$ cat config.mk
export PLATFORM = sky130hd
export DESIGN_NAME = id_stage
export DESIGN_NICKNAME = d
export VERILOG_FILES = /design/src/rtl/isa_pkg.sv /design/src/rtl/ctrl_pkg.sv /design/src/rtl/inst_classifier.sv /design/src/rtl/imm_gen.sv /design/src/rtl/ctrl_table.sv /design/src/rtl/id_stage.sv
export SDC_FILE = /design/constraint.sdc
export NUM_CORES = 1
export LEC_CHECK = 0
export BUFFER_PORTS_ARGS = -buffer_cell sky130_fd_sc_hd__buf_2
export CAP_MARGIN = 0
export CORE_MARGIN = 1
export CORE_UTILIZATION = 26
export CTS_CLUSTER_SIZE = 40
export DETAILED_ROUTE_END_ITERATION = 6
export SYNTH_ARGS = -nofsm -noshare
export SYNTH_HDL_FRONTEND = slang
export SYNTH_SLANG_ARGS = --single-unit
$ cat constraint.sdc
create_clock -name clk -period 0.8 [get_ports clk]
set_clock_uncertainty 0.15 [all_clocks]
set_input_delay 0.08 -clock clk [delete_from_list [all_inputs] [get_ports clk]]
set_output_delay 0.08 -clock clk [all_outputs]
set_load 0.01 [all_outputs]
$ cat src/rtl/isa_pkg.sv
`default_nettype none

package isa_pkg;

    localparam int xlen       = 32;
    localparam int reg_addr_w = 5;

    localparam logic [reg_addr_w-1:0] ra_reg = 5'd1;  // link register written by bl

    // register fields
    localparam int rd_lsb = 0;
    localparam int rj_lsb = 5;
    localparam int rk_lsb = 10;

    // -------------------------------------------------------------------------
    // opcode prefixes, matched against inst[31:15], [31:22], [31:25], [31:26]
    // -------------------------------------------------------------------------
    localparam logic [16:0] op17_add  = 17'b0000_0000_0001_00000;
    localparam logic [16:0] op17_sub  = 17'b0000_0000_0001_00010;
    localparam logic [16:0] op17_slt  = 17'b0000_0000_0001_00100;
    localparam logic [16:0] op17_sltu = 17'b0000_0000_0001_00101;
    localparam logic [16:0] op17_and  = 17'b0000_0000_0001_01001;
    localparam logic [16:0] op17_or   = 17'b0000_0000_0001_01010;
    localparam logic [16:0] op17_xor  = 17'b0000_0000_0001_01011;
    localparam logic [16:0] op17_sll  = 17'b0000_0000_0001_01110;
    localparam logic [16:0] op17_srl  = 17'b0000_0000_0001_01111;
    localparam logic [16:0] op17_sra  = 17'b0000_0000_0001_10000;
    localparam logic [16:0] op17_slli = 17'b0000_0000_0100_00001;
    localparam logic [16:0] op17_srli = 17'b0000_0000_0100_01001;
    localparam logic [16:0] op17_srai = 17'b0000_0000_0100_10001;

    localparam logic [9:0] op10_slti  = 10'b00000_01000;
    localparam logic [9:0] op10_sltui = 10'b00000_01001;
    localparam logic [9:0] op10_addi  = 10'b00000_01010;
    localparam logic [9:0] op10_andi  = 10'b00000_01101;
    localparam logic [9:0] op10_ori   = 10'b00000_01110;
    localparam logic [9:0] op10_xori  = 10'b00000_01111;
    localparam logic [9:0] op10_ld_b  = 10'b00101_00000;
    localparam logic [9:0] op10_ld_h  = 10'b00101_00001;
    localparam logic [9:0] op10_ld_w  = 10'b00101_00010;
    localparam logic [9:0] op10_st_b  = 10'b00101_00100;
    localparam logic [9:0] op10_st_h  = 10'b00101_00101;
    localparam logic [9:0] op10_st_w  = 10'b00101_00110;
    localparam logic [9:0] op10_ld_bu = 10'b00101_01000;
    localparam logic [9:0] op10_ld_hu = 10'b00101_01001;

    localparam logic [6:0] op7_lu12i     = 7'b000_1010;
    localparam logic [6:0] op7_pcaddu12i = 7'b000_1110;

    localparam logic [5:0] op6_jirl = 6'b010_011;
    localparam logic [5:0] op6_b    = 6'b010_100;
    localparam logic [5:0] op6_bl   = 6'b010_101;
    localparam logic [5:0] op6_beq  = 6'b010_110;
    localparam logic [5:0] op6_bne  = 6'b010_111;
    localparam logic [5:0] op6_blt  = 6'b011_000;
    localparam logic [5:0] op6_bge  = 6'b011_001;
    localparam logic [5:0] op6_bltu = 6'b011_010;
    localparam logic [5:0] op6_bgeu = 6'b011_011;

    typedef enum logic [5:0] {
        inst_add, inst_addi, inst_sub, inst_slt, inst_slti, inst_sltu, inst_sltui,
        inst_and, inst_andi, inst_or, inst_ori, inst_xor, inst_xori,
        inst_sll, inst_slli, inst_srl, inst_srli, inst_sra, inst_srai,
        inst_lu12i, inst_pcaddu12i,
        inst_ld_w, inst_ld_h, inst_ld_b, inst_ld_hu, inst_ld_bu,
        inst_st_w, inst_st_h, inst_st_b,
        inst_beq, inst_bne, inst_blt, inst_bge, inst_bltu, inst_bgeu,
        inst_jirl, inst_b, inst_bl,
        inst_unknown                                    // keep last, bounds the range
    } inst_e;

endpackage

`default_nettype wire

$ cat src/rtl/ctrl_pkg.sv
`default_nettype none

package ctrl_pkg;

    // values follow the execute stage ALU decode
    typedef enum logic [4:0] {
        alu_add   = 5'd0,
        alu_sub   = 5'd2,
        alu_slt   = 5'd4,
        alu_sltu  = 5'd5,
        alu_and   = 5'd9,
        alu_or    = 5'd10,
        alu_xor   = 5'd11,
        alu_sll   = 5'd14,
        alu_srl   = 5'd15,
        alu_sra   = 5'd16,
        alu_lui   = 5'd19,
        alu_pcadd = 5'd23
    } alu_op_e;

    typedef enum logic [3:0] {
        mem_none,
        ld_w, ld_h, ld_b, ld_hu, ld_bu,                 // 1..5
        st_w, st_h, st_b                                // 6..8
    } mem_acc_e;

    typedef enum logic [3:0] {
        br_none,
        br_eq, br_ne, br_lt, br_ge, br_ltu, br_geu,     // conditional, 1..6
        br_jirl, br_b, br_bl
    } br_type_e;

    typedef enum logic [1:0] {
        wd_pc4  = 2'd0,                                 // return address
        wd_alu  = 2'd1,
        wd_mem  = 2'd2,
        wd_none = 2'd3
    } wd_sel_e;

    typedef enum logic [2:0] {
        imm_zero,
        imm_si12,
        imm_ui12,
        imm_ui5,
        imm_si20_hi,
        imm_offs16,
        imm_offs26
    } imm_fmt_e;

endpackage

`default_nettype wire

$ cat src/rtl/inst_classifier.sv
`timescale 1ns/1ps
`default_nettype none

module inst_classifier (
    input  wire [isa_pkg::xlen-1:0] inst,
    output isa_pkg::inst_e          inst_id
);
    import isa_pkg::*;

    logic [16:0] op17;
    logic [9:0]  op10;
    logic [6:0]  op7;
    logic [5:0]  op6;

    assign op17 = inst[31:15];
    assign op10 = inst[31:22];
    assign op7  = inst[31:25];
    assign op6  = inst[31:26];

    // the prefix sets are disjoint, so later matches never overrule a real one
    always_comb begin
        inst_id = inst_unknown;
        case (op6)
            op6_beq:  inst_id = inst_beq;
            op6_bne:  inst_id = inst_bne;
            op6_blt:  inst_id = inst_blt;
            op6_bge:  inst_id = inst_bge;
            op6_bltu: inst_id = inst_bltu;
            op6_bgeu: inst_id = inst_bgeu;
            op6_jirl: inst_id = inst_jirl;
            op6_b:    inst_id = inst_b;
            op6_bl:   inst_id = inst_bl;
            default: ;
        endcase
        case (op7)
            op7_lu12i:     inst_id = inst_lu12i;
            op7_pcaddu12i: inst_id = inst_pcaddu12i;
            default: ;
        endcase
        case (op10)
            op10_addi:  inst_id = inst_addi;
            op10_slti:  inst_id = inst_slti;
            op10_sltui: inst_id = inst_sltui;
            op10_andi:  inst_id = inst_andi;
            op10_ori:   inst_id = inst_ori;
            op10_xori:  inst_id = inst_xori;
            op10_ld_w:  inst_id = inst_ld_w;
            op10_ld_h:  inst_id = inst_ld_h;
            op10_ld_b:  inst_id = inst_ld_b;
            op10_ld_hu: inst_id = inst_ld_hu;
            op10_ld_bu: inst_id = inst_ld_bu;
            op10_st_w:  inst_id = inst_st_w;
            op10_st_h:  inst_id = inst_st_h;
            op10_st_b:  inst_id = inst_st_b;
            default: ;
        endcase
        case (op17)
            op17_add:  inst_id = inst_add;
            op17_sub:  inst_id = inst_sub;
            op17_slt:  inst_id = inst_slt;
            op17_sltu: inst_id = inst_sltu;
            op17_and:  inst_id = inst_and;
            op17_or:   inst_id = inst_or;
            op17_xor:  inst_id = inst_xor;
            op17_sll:  inst_id = inst_sll;
            op17_srl:  inst_id = inst_srl;
            op17_sra:  inst_id = inst_sra;
            op17_slli: inst_id = inst_slli;
            op17_srli: inst_id = inst_srli;
            op17_srai: inst_id = inst_srai;
            default: ;
        endcase
    end

endmodule

`default_nettype wire

$ cat src/rtl/imm_gen.sv
`timescale 1ns/1ps
`default_nettype none

module imm_gen (
    input  wire [isa_pkg::xlen-1:0] inst,
    input  wire ctrl_pkg::imm_fmt_e imm_fmt,
    output logic [isa_pkg::xlen-1:0] imm
);
    import ctrl_pkg::*;

    always_comb begin
        case (imm_fmt)
            imm_si12: begin
                imm = {{20{inst[21]}}, inst[21:10]};
            end
            imm_ui12: begin
                imm = {20'b0, inst[21:10]};               // andi, ori, xori
            end
            imm_ui5: begin
                imm = {27'b0, inst[14:10]};               // shift amount
            end
            imm_si20_hi: begin
                imm = {inst[24:5], 12'b0};
            end
            imm_offs16: begin
                imm = {{14{inst[25]}}, inst[25:10], 2'b0};
            end
            imm_offs26: begin
                // offs[25:16] sits in inst[9:0], so inst[9] carries the sign
                imm = {{4{inst[9]}}, inst[9:0], inst[25:10], 2'b0};
            end
            default: begin
                imm = '0;                                 // imm_zero
            end
        endcase
    end

endmodule

`default_nettype wire

$ cat src/rtl/ctrl_table.sv
`timescale 1ns/1ps
`default_nettype none

module ctrl_table (
    input  wire isa_pkg::inst_e                 inst_id,
    input  wire [isa_pkg::xlen-1:0]             inst,
    output ctrl_pkg::alu_op_e                   alu_op,
    output ctrl_pkg::imm_fmt_e                  imm_fmt,
    output ctrl_pkg::mem_acc_e                  dmem_access,
    output ctrl_pkg::br_type_e                  br_type,
    output ctrl_pkg::wd_sel_e                   rf_wd_sel,
    output logic [isa_pkg::reg_addr_w-1:0]      rf_ra0,
    output logic [isa_pkg::reg_addr_w-1:0]      rf_ra1,
    output logic [isa_pkg::reg_addr_w-1:0]      rf_wa,
    output logic                                rf_we,
    output logic                                alu_src0_sel,
    output logic                                alu_src1_sel,
    output logic                                dmem_we
);
    import isa_pkg::*;
    import ctrl_pkg::*;

    logic [reg_addr_w-1:0] rd;
    logic [reg_addr_w-1:0] rj;
    logic [reg_addr_w-1:0] rk;

    assign rd = inst[rd_lsb +: reg_addr_w];
    assign rj = inst[rj_lsb +: reg_addr_w];
    assign rk = inst[rk_lsb +: reg_addr_w];

    always_comb begin
        case (inst_id)
            inst_sub:               alu_op = alu_sub;
            inst_slt, inst_slti:    alu_op = alu_slt;
            inst_sltu, inst_sltui:  alu_op = alu_sltu;
            inst_and, inst_andi:    alu_op = alu_and;
            inst_or, inst_ori:      alu_op = alu_or;
            inst_xor, inst_xori:    alu_op = alu_xor;
            inst_sll, inst_slli:    alu_op = alu_sll;
            inst_srl, inst_srli:    alu_op = alu_srl;
            inst_sra, inst_srai:    alu_op = alu_sra;
            inst_lu12i:             alu_op = alu_lui;
            inst_pcaddu12i:         alu_op = alu_pcadd;
            default:                alu_op = alu_add;   // add, addi, address calc, branches
        endcase
    end

    // memory access kind and branch kind
    always_comb begin
        dmem_access = mem_none;
        br_type     = br_none;
        case (inst_id)
            inst_ld_w:  dmem_access = ld_w;
            inst_ld_h:  dmem_access = ld_h;
            inst_ld_b:  dmem_access = ld_b;
            inst_ld_hu: dmem_access = ld_hu;
            inst_ld_bu: dmem_access = ld_bu;
            inst_st_w:  dmem_access = st_w;
            inst_st_h:  dmem_access = st_h;
            inst_st_b:  dmem_access = st_b;
            inst_beq:   br_type = br_eq;
            inst_bne:   br_type = br_ne;
            inst_blt:   br_type = br_lt;
            inst_bge:   br_type = br_ge;
            inst_bltu:  br_type = br_ltu;
            inst_bgeu:  br_type = br_geu;
            inst_jirl:  br_type = br_jirl;
            inst_b:     br_type = br_b;
            inst_bl:    br_type = br_bl;
            default: ;
        endcase
    end

    // -------------------------------------------------------------------------
    // per-class fields, defaults fit addi/slti/sltui and the loads
    // -------------------------------------------------------------------------
    always_comb begin
        rf_ra0       = rj;
        rf_ra1       = rk;
        rf_wa        = rd;
        rf_we        = 1'b1;
        alu_src0_sel = 1'b1;                            // rj
        alu_src1_sel = 1'b1;                            // immediate
        imm_fmt      = imm_si12;
        rf_wd_sel    = wd_alu;
        dmem_we      = 1'b0;
        case (inst_id)
            inst_add, inst_sub, inst_slt, inst_sltu, inst_and, inst_or, inst_xor,
            inst_sll, inst_srl, inst_sra: begin
                alu_src1_sel = 1'b0;                    // rk
                imm_fmt      = imm_zero;
            end
            inst_andi, inst_ori, inst_xori:  imm_fmt = imm_ui12;
            inst_slli, inst_srli, inst_srai: imm_fmt = imm_ui5;
            inst_lu12i, inst_pcaddu12i:      imm_fmt = imm_si20_hi;
            inst_ld_w, inst_ld_h, inst_ld_b, inst_ld_hu, inst_ld_bu: begin
                rf_wd_sel = wd_mem;
            end
            inst_st_w, inst_st_h, inst_st_b: begin
                rf_ra1    = rd;                         // store data
                rf_we     = 1'b0;
                rf_wd_sel = wd_mem;
                dmem_we   = 1'b1;
            end
            inst_beq, inst_bne, inst_blt, inst_bge, inst_bltu, inst_bgeu: begin
                rf_ra1       = rd;
                rf_we        = 1'b0;
                alu_src0_sel = 1'b0;                    // pc
                imm_fmt      = imm_offs16;
                rf_wd_sel    = wd_none;
            end
            inst_jirl: begin
                rf_ra1    = rd;
                imm_fmt   = imm_offs16;
                rf_wd_sel = wd_pc4;
            end
            inst_b, inst_bl: begin
                rf_ra1       = rd;
                rf_we        = inst_id == inst_bl;
                rf_wa        = (inst_id == inst_bl) ? ra_reg : rd;
                alu_src0_sel = 1'b0;
                imm_fmt      = imm_offs26;
                rf_wd_sel    = (inst_id == inst_bl) ? wd_pc4 : wd_none;
            end
            inst_unknown: begin
                rf_ra0       = '0;
                rf_ra1       = '0;
                rf_wa        = '0;
                rf_we        = 1'b0;
                alu_src1_sel = 1'b0;
                imm_fmt      = imm_zero;
                rf_wd_sel    = wd_none;
            end
            default: ;
        endcase
    end

endmodule

`default_nettype wire

$ cat src/rtl/id_stage.sv
`timescale 1ns/1ps
`default_nettype none

module id_stage (
    input  wire                             clk,
    input  wire                             arst_n,
    input  wire [isa_pkg::xlen-1:0]         inst,
    input  wire                             inst_valid,
    output logic                            dec_valid,
    output ctrl_pkg::alu_op_e               alu_op,
    output logic [isa_pkg::xlen-1:0]        imm,
    output ctrl_pkg::mem_acc_e              dmem_access,
    output logic [isa_pkg::reg_addr_w-1:0]  rf_ra0,
    output logic [isa_pkg::reg_addr_w-1:0]  rf_ra1,
    output logic [isa_pkg::reg_addr_w-1:0]  rf_wa,
    output logic                            rf_we,
    output ctrl_pkg::wd_sel_e               rf_wd_sel,
    output logic                            alu_src0_sel,
    output logic                            alu_src1_sel,
    output ctrl_pkg::br_type_e              br_type,
    output logic                            dmem_we
);
    import isa_pkg::*;
    import ctrl_pkg::*;

    inst_e                 inst_id;
    alu_op_e               d_alu_op;
    imm_fmt_e              d_imm_fmt;
    mem_acc_e              d_dmem_access;
    br_type_e              d_br_type;
    wd_sel_e               d_rf_wd_sel;
    logic [reg_addr_w-1:0] d_rf_ra0;
    logic [reg_addr_w-1:0] d_rf_ra1;
    logic [reg_addr_w-1:0] d_rf_wa;
    logic                  d_rf_we;
    logic                  d_alu_src0_sel;
    logic                  d_alu_src1_sel;
    logic                  d_dmem_we;
    logic [xlen-1:0]       d_imm;

    inst_classifier u_classifier (
        .inst    (inst),
        .inst_id (inst_id)
    );

    ctrl_table u_ctrl (
        .inst_id      (inst_id),
        .inst         (inst),
        .alu_op       (d_alu_op),
        .imm_fmt      (d_imm_fmt),
        .dmem_access  (d_dmem_access),
        .br_type      (d_br_type),
        .rf_wd_sel    (d_rf_wd_sel),
        .rf_ra0       (d_rf_ra0),
        .rf_ra1       (d_rf_ra1),
        .rf_wa        (d_rf_wa),
        .rf_we        (d_rf_we),
        .alu_src0_sel (d_alu_src0_sel),
        .alu_src1_sel (d_alu_src1_sel),
        .dmem_we      (d_dmem_we)
    );

    imm_gen u_imm (
        .inst    (inst),
        .imm_fmt (d_imm_fmt),
        .imm     (d_imm)
    );

    // -------------------------------------------------------------------------
    // decode/execute boundary
    // -------------------------------------------------------------------------
    always_ff @(posedge clk or negedge arst_n) begin
        if (!arst_n) begin
            dec_valid   <= 1'b0;
            rf_we       <= 1'b0;
            dmem_we     <= 1'b0;
            br_type     <= br_none;
            dmem_access <= mem_none;
        end else begin
            dec_valid   <= inst_valid;
            rf_we       <= inst_valid & d_rf_we;        // bubble never writes
            dmem_we     <= inst_valid & d_dmem_we;
            br_type     <= d_br_type;
            dmem_access <= d_dmem_access;
        end
    end

    always_ff @(posedge clk) begin
        alu_op       <= d_alu_op;
        imm          <= d_imm;
        rf_ra0       <= d_rf_ra0;
        rf_ra1       <= d_rf_ra1;
        rf_wa        <= d_rf_wa;
        rf_wd_sel    <= d_rf_wd_sel;
        alu_src0_sel <= d_alu_src0_sel;
        alu_src1_sel <= d_alu_src1_sel;
    end

    a_dmem_we_store: assert property (@(posedge clk) disable iff (!arst_n)
        dmem_we |-> dmem_access inside {st_w, st_h, st_b})
        else $error("id_stage: dmem_we with access kind %0d", dmem_access);

    a_rf_we_no_store_br: assert property (@(posedge clk) disable iff (!arst_n)
        rf_we |-> !(dmem_access inside {st_w, st_h, st_b})
               && !(br_type inside {[br_eq:br_geu]}))
        else $error("id_stage: rf_we with store or conditional branch");

endmodule

`default_nettype wire

==> results.rst, run 1 <==
.. list-table::
   :header-rows: 1

   * - Metric
     - Value
   * - Critical path fanouts, max
     - 7
   * - Iteration count of the initial detailed-routing pass
     - 4
   * - Number of buffers inserted by hold repair at cts
     - 1
   * - RSZ-0062 raised after global routing
     - yes
   * - Pin count of the biggest net entering global routing
     - 22
   * - Critical path data required time
     - 0.87 ns
   * - Violations in the final reports
     - negative hold slack, negative setup slack
   * - Average instance area after synthesis
     - approximately 9.3 sq um
   * - Number of antenna violations at the first check in global routing
     - 0
   * - Top_reg_cell synth
     - sky130_fd_sc_hd__dfxtp_1
   * - Top post-synthesis cells by area
     - sky130_fd_sc_hd__dfxtp_1 (34%), sky130_fd_sc_hd__dfrtp_1 (8.3%), sky130_fd_sc_hd__a221o_1 (4.9%)
   * - Number of clock sinks
     - 67
   * - Max-slew headroom at the worst pin
     - 0.702
   * - Layout cell share with drive strength beyond 1
     - 0.660
   * - Routed vias/inst
     - ~5
   * - Cell accounting for the most synthesized area
     - sky130_fd_sc_hd__dfxtp_1
   * - Vias in the first global route
     - between 3000 and 4000
   * - Unique masters post-synth
     - between 60 and 70
   * - Worst setup path class
     - in -> reg
   * - Horizontal extent of the die
     - between 100 and 150 um
   * - Clock input transition at the sequential cells of the worst setup and hold paths
     - 0.06 ns
   * - CP arrival
     - around 2.2 ns
   * - DPL Wire Length
     - 8940 um
   * - Yosys Warn Count
     - 0
   * - Number of remaining DRC errors
     - 0
   * - Kind of start point of the critical path
     - input port
   * - Standard-cell rows
     - 40
   * - Seq cells post-synth
     - 67
   * - Max rail drop VDD
     - ~900 uV
   * - Detail Route Antenna Nets
     - 0
   * - Worst setup path endpoint
     - imm[25]
   * - Detailed-route wire length
     - between 10000 and 15000 um
   * - Overflow after GRT
     - 0
   * - Overall fraction of global-route tracks in use
     - 0.189
   * - Count of antenna diodes in the layout
     - 0
   * - Core box area
     - 12200 sq um
   * - H-Tree Level Count
     - 3
   * - Initial cell density of the core
     - 0.270
   * - Clock tree from TritonCTS
     - done
   * - Count of input and output buffers
     - between 100 and 150
   * - Top-Level Pins
     - 102
   * - Area share of the largest cell type after synthesis
     - 0.340
   * - Tightest hold margin
     - -0.153 ns
   * - Share of the cycle needed by the critical path after routing
     - 2.62
   * - Number of hold violations in the final report
     - 44
   * - Drt initial violations
     - 278
   * - DIE HEIGHT
     - approximately 110 um
   * - Crit. End Element
     - register
   * - Setup tns final
     - -82.93 ns
   * - Final #Nets
     - ~620
   * - Wire length of the first global-routing pass
     - 19100 um
   * - Area enclosed by the die boundary
     - between 10000 and 15000 sq um
   * - Launching instance or port of the critical path
     - inst[27]
   * - Maximum achievable frequency
     - 0.476 GHz
   * - Final setup violation count
     - around 130
   * - Pleak
     - 2.90 nW
   * - Number of enable-type register cells in the synthesized netlist
     - 0
   * - Minimum setup slack in the final design
     - -1.30 ns
   * - Average wire per standard cell
     - between 15 and 20 um
   * - Outcome
     - complete, but fails checks
   * - Clock buffers created by TritonCTS
     - 9
   * - Net count after synthesis
     - between 300 and 400
   * - HP Class
     - in -> reg
   * - Share of flip-flops with an asynchronous set or reset
     - 0.164
   * - Total power draw
     - between 9 and 10 mW
   * - Area Growth Syn to Fin
     - 95.8%
   * - Max capacitance violation total
     - 0
   * - Vias
     - between 3000 and 4000
   * - Slew of the pin with the lowest slew margin
     - 0.445 ns
   * - Final worst path period need
     - between 2 and 2.5 ns
   * - Clock tree root driver cell
     - sky130_fd_sc_hd__clkbuf_16
   * - Placer Congestion
     - around 0.85
   * - Syn Inst Count
     - roughly 360
   * - Pwr per Cell Area
     - 1520 nW/um^2
   * - Maximum count of clock buffers along a single path
     - 2
   * - Register area share after synthesis
     - 0.423
   * - Area of the mapped netlist
     - 3300 sq um
   * - Final-report max-slew violation count
     - 0
## cells by family (layout without fill, tap and decap cells)
family	after synthesis	count (layout)	share of synthesized area
simple gates	147	147	0.268
fa+ha+maj	1	1	0.00303
xor+xnor	5	5	0.0133
buf+inv	32	264	0.0447
flops	67	67	0.423
compound gates	101	102	0.239
mux	3	3	0.00910
## worst min-delay path by stage
stage,start,to,slack (ns),cells past startpoint
finish,inst[2],imm[20],-0.15,2
global route,inst[2],imm[20],-0.15,2
CTS,inst[3],imm[21],-0.15,2
detailed placement,arst_n,dmem_access[1],-0.16,1
global placement,arst_n,dmem_access[2],-0.17,1
floorplan,arst_n,br_type[0],-0.37,0
## what timing repair did
| action | in CTS | in global routing |
|---|---|---|
| pin swaps | 42 | 43 |
| buffers inserted | 22 | 16 |
| setup endpoints to repair | 133 | 133 |
| endpoints found under the hold margin | 55 | 43 |
| resized for setup | 142 | 84 |
| cloned | 2 | 1 |
## placed cells by master (no fill, tap or decap), drive strengths merged, types with 3 or more instances in the layout
cell and n:
a211o 7, a211oi 3, a21oi 21, a221o 16, a22o 10, and2 7
and3 4, buf 239, clkbuf 11, clkinv 5, dfrtp 11, dfxtp 56
inv 7, mux2i 3, nand2 29, nand2b 7, nand3 12, nand3b 4
nor2 21, nor2b 14, nor3 15, nor3b 3, nor4 7, o2111ai 3
o21ai 17, or2 4, or3b 3, or4b 3, xnor2 3
## sequential cells by signal, summed over array words and instances (netlist names), 2 cells and up
| register | count |
|---|---|
| alu_op | 5 |
| rf_wd_sel | 2 |
| rf_ra1 | 5 |
| rf_ra0 | 5 |
| br_type | 4 |
| imm | 32 |
| dmem_access | 4 |
| rf_wa | 5 |
## per-layer routing
layer,track usage,vias up,wire length (um)
met3,0.0386,21,566
met1,0.240,1822,5760
li1,-,1797,-
met2,0.324,136,6490
met4,0.0519,0,233
met5,0,-,0
## worst max-delay path: stages
cell and delay (ns):
sky130_fd_sc_hd__buf_12 0.11, sky130_fd_sc_hd__and4bb_2 0.26, sky130_fd_sc_hd__and4_4 0.18, sky130_fd_sc_hd__or3_4 0.39, sky130_fd_sc_hd__nor2_4 0.15, sky130_fd_sc_hd__nand2_4 0.11, sky130_fd_sc_hd__o311ai_4 0.33, sky130_fd_sc_hd__buf_6 0.17
sky130_fd_sc_hd__a21oi_4 0.09, sky130_fd_sc_hd__a221o_1 0.29
## cell type report
type,instances,area [sq um]
multi-input combinational,258,2440
timing repair buffer,243,2080
inverter,5,18.8
clock buffer,9,225
tap,168,210
fill,1067,5750
clock inverter,7,50.0
sequential,67,1430
## power by group
group / internal, mW / leakage, nW / total [mW] / switching [mW]
sequential: 3.61 / 0.619 / 3.70 / 0.0916
clock: 2.11 / 0.140 / 3.70 / 1.58
combinational: 1.28 / 2.14 / 2.42 / 1.13
## synth_stat cells (5+ instances only)
| cell | n |
|---|---|
| sky130_fd_sc_hd__inv_1 | 5 |
| sky130_fd_sc_hd__nand2_1 | 27 |
| sky130_fd_sc_hd__dfxtp_1 | 56 |
| sky130_fd_sc_hd__nor2b_1 | 14 |
| sky130_fd_sc_hd__o21ai_0 | 16 |
| sky130_fd_sc_hd__a211o_1 | 7 |
| sky130_fd_sc_hd__a21oi_1 | 19 |
| sky130_fd_sc_hd__nand2b_1 | 7 |
| sky130_fd_sc_hd__nor3_1 | 15 |
| sky130_fd_sc_hd__nand3_1 | 12 |
| sky130_fd_sc_hd__buf_2 | 13 |
| sky130_fd_sc_hd__clkbuf_1 | 11 |
| sky130_fd_sc_hd__and2_1 | 7 |
| sky130_fd_sc_hd__nor2_1 | 21 |
| sky130_fd_sc_hd__dfrtp_1 | 11 |
| sky130_fd_sc_hd__a22o_1 | 10 |
| sky130_fd_sc_hd__a221o_1 | 16 |
## through the flow
stage	setup WS (ns)	hold WS [ns]	instances	cell area, sq um	util
6_report	-1.30	-0.153	757	6460	0.529
5_1_grt	-1.38	-0.150	757	6460	0.529
4_1_cts	-1.27	-0.155	743	6000	0.491
3_5_place_dp	-1.82	-0.164	703	4920	0.403
3_3_place_gp	-1.73	-0.166	703	4920	0.403
2_1_floorplan	-1.49	-0.366	356	3620	-
Note: power is estimated with default switching activity, not from simulation.
==> inputs of run 2 (changes only) <==
--- a/config.mk
+++ b/config.mk
@@ -11,6 +11,7 @@
 export CORE_UTILIZATION = 26
 export CTS_CLUSTER_SIZE = 40
 export DETAILED_ROUTE_END_ITERATION = 6
+export RECOVER_POWER = 25
 export SYNTH_ARGS = -nofsm -noshare
 export SYNTH_HDL_FRONTEND = slang
 export SYNTH_SLANG_ARGS = --single-unit
==> run 2 against run 1 <==
Critical path type unchanged. Worst hold slack barely moved. Die area stayed put. Utilization about the same. Final area about the same. The run still ends with negative hold slack, negative setup slack left. Critical endpoint unchanged.
==> results.rst, run 2 (synthesized netlist as in run 1, its figures left out) <==
.. list-table::
   :header-rows: 1

   * - Metric
     - Value
   * - Outcome
     - complete, but fails checks
   * - Violations in the final reports
     - negative hold slack, negative setup slack
   * - DPL Wire Length
     - 8940 um (unchanged)
   * - Placer Congestion
     - 0.854 (unchanged)
   * - Vias in the first global route
     - 3695 (unchanged)
   * - H-Tree Level Count
     - 3 (unchanged)
   * - Iteration count of the initial detailed-routing pass
     - 4 (unchanged)
   * - Total area of multi-input combinational cells
     - 2440 sq um (unchanged)
   * - Final-report max-slew violation count
     - 0 (unchanged)
   * - Max capacitance violation total
     - 0 (unchanged)
   * - Clock input transition at the sequential cells of the worst setup and hold paths
     - 0.06 ns (about the same)
   * - Critical path fanouts, max
     - 7 (unchanged)
   * - Max-slew headroom at the worst pin
     - 0.702 (about the same)
   * - Average wire per standard cell
     - 17.2 um (about the same)
   * - Count of input and output buffers
     - 101 (unchanged)
   * - Area enclosed by the die boundary
     - 13100 sq um (unchanged)
   * - Top-Level Pins
     - 102 (unchanged)
   * - Pleak
     - 2.89 nW (-0.12%)
   * - Minimum setup slack in the final design
     - -1.30 ns (-0.00141 ns)
   * - Commonest non-fill, non-tap cell in the layout
     - sky130_fd_sc_hd__buf_4
   * - CP arrival
     - 2.17 ns (about the same)
   * - Filler instances
     - 1069 (+0.19%)
   * - Cell Count Post-Placement
     - 703 (unchanged)
   * - Maximum achievable frequency
     - 0.476 GHz (about the same)
   * - Tightest hold margin
     - -0.152 ns (+0.0000470 ns)
   * - Horizontal extent of the die
     - 115 um (unchanged)
   * - Vias
     - 3782 (+0.16%)
   * - Detail Route Antenna Nets
     - 0 (unchanged)
   * - Layout cell share with drive strength beyond 1
     - 0.659 (-0.00170)
   * - Number of remaining DRC errors
     - 0 (unchanged)
   * - Post-layout instance count excluding filler cells
     - 757 (unchanged)
   * - Initial cell density of the core
     - 0.270 (unchanged)
   * - Clock tree root driver cell
     - sky130_fd_sc_hd__clkbuf_16
   * - Number of buffers inserted by hold repair at cts
     - 1 (unchanged)
   * - Kind of start point of the critical path
     - input port
   * - DIE HEIGHT
     - 115 um (unchanged)
   * - Overflow after GRT
     - 0 (unchanged)
   * - Wire length of the first global-routing pass
     - 19100 um (unchanged)
   * - Max FFs per register
     - 32 (unchanged)
   * - Total power draw
     - 9.81 mW (about the same)
   * - Clock tree from TritonCTS
     - done
   * - Overall fraction of global-route tracks in use
     - 0.189 (unchanged)
   * - Maximum count of clock buffers along a single path
     - 2 (unchanged)
   * - Crit. End Element
     - register
   * - Number of hold violations in the final report
     - 42 (-4.5%)
   * - Standard-cell rows
     - 40 (unchanged)
   * - Number of clock sinks
     - 67 (unchanged)
   * - Pwr per Cell Area
     - 1520 nW/um^2 (about the same)
   * - Slew of the pin with the lowest slew margin
     - 0.445 ns (+0.0000960 ns)
   * - Area Growth Syn to Fin
     - 95.7% (about the same)
   * - Core box area
     - 12200 sq um (unchanged)
   * - HP Class
     - in -> reg
   * - Count of antenna diodes in the layout
     - 0 (unchanged)
   * - Largest Register
     - imm
   * - Share of the cycle needed by the critical path after routing
     - 2.63 (about the same)
   * - Final worst path period need
     - 2.10 ns (+0.00141 ns)
   * - Pin count of the biggest net entering global routing
     - 22 (unchanged)
   * - RSZ-0062 raised after global routing
     - yes
   * - Final #Nets
     - 619 (unchanged)
   * - Final setup violation count
     - 133 (unchanged)
   * - Clock buffers created by TritonCTS
     - 9 (unchanged)
   * - Drt initial violations
     - 284 (+2.2%)
   * - Detailed-route wire length
     - 13100 um (about the same)
   * - Worst setup path class
     - in -> reg
   * - Storage cell area
     - 1430 sq um (unchanged)
   * - Number of antenna violations at the first check in global routing
     - 0 (unchanged)
   * - Routed vias/inst
     - 5.00 (+0.16%)
   * - Critical path data required time
     - 0.87 ns (about the same)
   * - Commonest cells after routing, fill and taps aside
     - sky130_fd_sc_hd__buf_4 (98), sky130_fd_sc_hd__buf_6 (64), sky130_fd_sc_hd__buf_2 (62)
   * - Max rail drop VDD
     - 902 uV (about the same)
run 2: cell types whose count changed in the layout (fill, tap and decap cells not counted), sizes merged:
cell and change:
buf -2, clkbuf +2
run 2: through the flow:
| stage | area, sq um | TNS [ns] | setup slack (ns) | util | hold WS [ns] |
|---|---|---|---|---|---|
| after floorplan | 3620 | -74.80 | -1.49 | - | -0.366 |
| after global placement | 4920 | -96.22 | -1.73 | 0.403 | -0.166 |
| after CTS | 6000 | -79.67 | -1.27 | 0.491 | -0.155 |
| final | 6460 | -82.95 | -1.30 | 0.529 | -0.152 |
| after detailed placement | 4920 | -98.30 | -1.82 | 0.403 | -0.164 |
| after global routing | 6460 | -89.46 | -1.38 | 0.529 | -0.150 |
run 2: per-layer routing:
metal / vias to the layer above / part of all wire / global-route usage
li1: 1797 / - / -
met1: 1821 / 0.44 / 0.240
met2: 143 / 0.50 / 0.324
met3: 21 / 0.045 / 0.0386
met4: 0 / 0.018 / 0.0519
met5: - / 0 / 0
run 2: critical path: stages:
cell	delay (ns)
sky130_fd_sc_hd__buf_12	0.11
sky130_fd_sc_hd__and4bb_2	0.26
sky130_fd_sc_hd__and4_4	0.18
sky130_fd_sc_hd__or3_4	0.39
sky130_fd_sc_hd__nor2_4	0.15
sky130_fd_sc_hd__nand2_4	0.11
sky130_fd_sc_hd__o311ai_4	0.33
sky130_fd_sc_hd__buf_6	0.17
sky130_fd_sc_hd__a21oi_4	0.09
sky130_fd_sc_hd__a221o_1	0.29
run 2: what timing repair did:
item | CTS | global route
hold endpoints to repair | 55 | 43
setup endpoints to repair | 133 | 133
gates cloned | 2 | 1
buffers inserted | 22 | 16
resized for setup | 142 | 84
pin swaps | 42 | 43
run 2: final timing paths:
kind | startpoint | end | slack, ns | depth (start not counted)
max | inst[27] | imm[25] | -1.30 | 10
min | inst[2] | imm[20] | -0.15 | 2
max in group asynchronous | arst_n | rf_we | 0.21 | 2
min in group asynchronous | arst_n | dmem_access[1] | 0.03 | 2
run 2: final cells by class:
cell class | instances | share of cell area
Inverter | 5 | 0.00291
Multi-Input combinational cell | 258 | 0.378
Timing Repair Buffer | 243 | 0.322
Sequential cell | 67 | 0.222
Clock inverter | 7 | 0.00775
Tap cell | 168 | 0.0326
Clock buffer | 9 | 0.0349
run 2: report_power, final:
group          internal [mW]  switching (mW)  leakage (nW)  total, mW
Combinational           1.28            1.13          2.13       2.41
Clock                   2.11            1.58         0.140       3.69
Sequential              3.61          0.0918         0.619       3.70
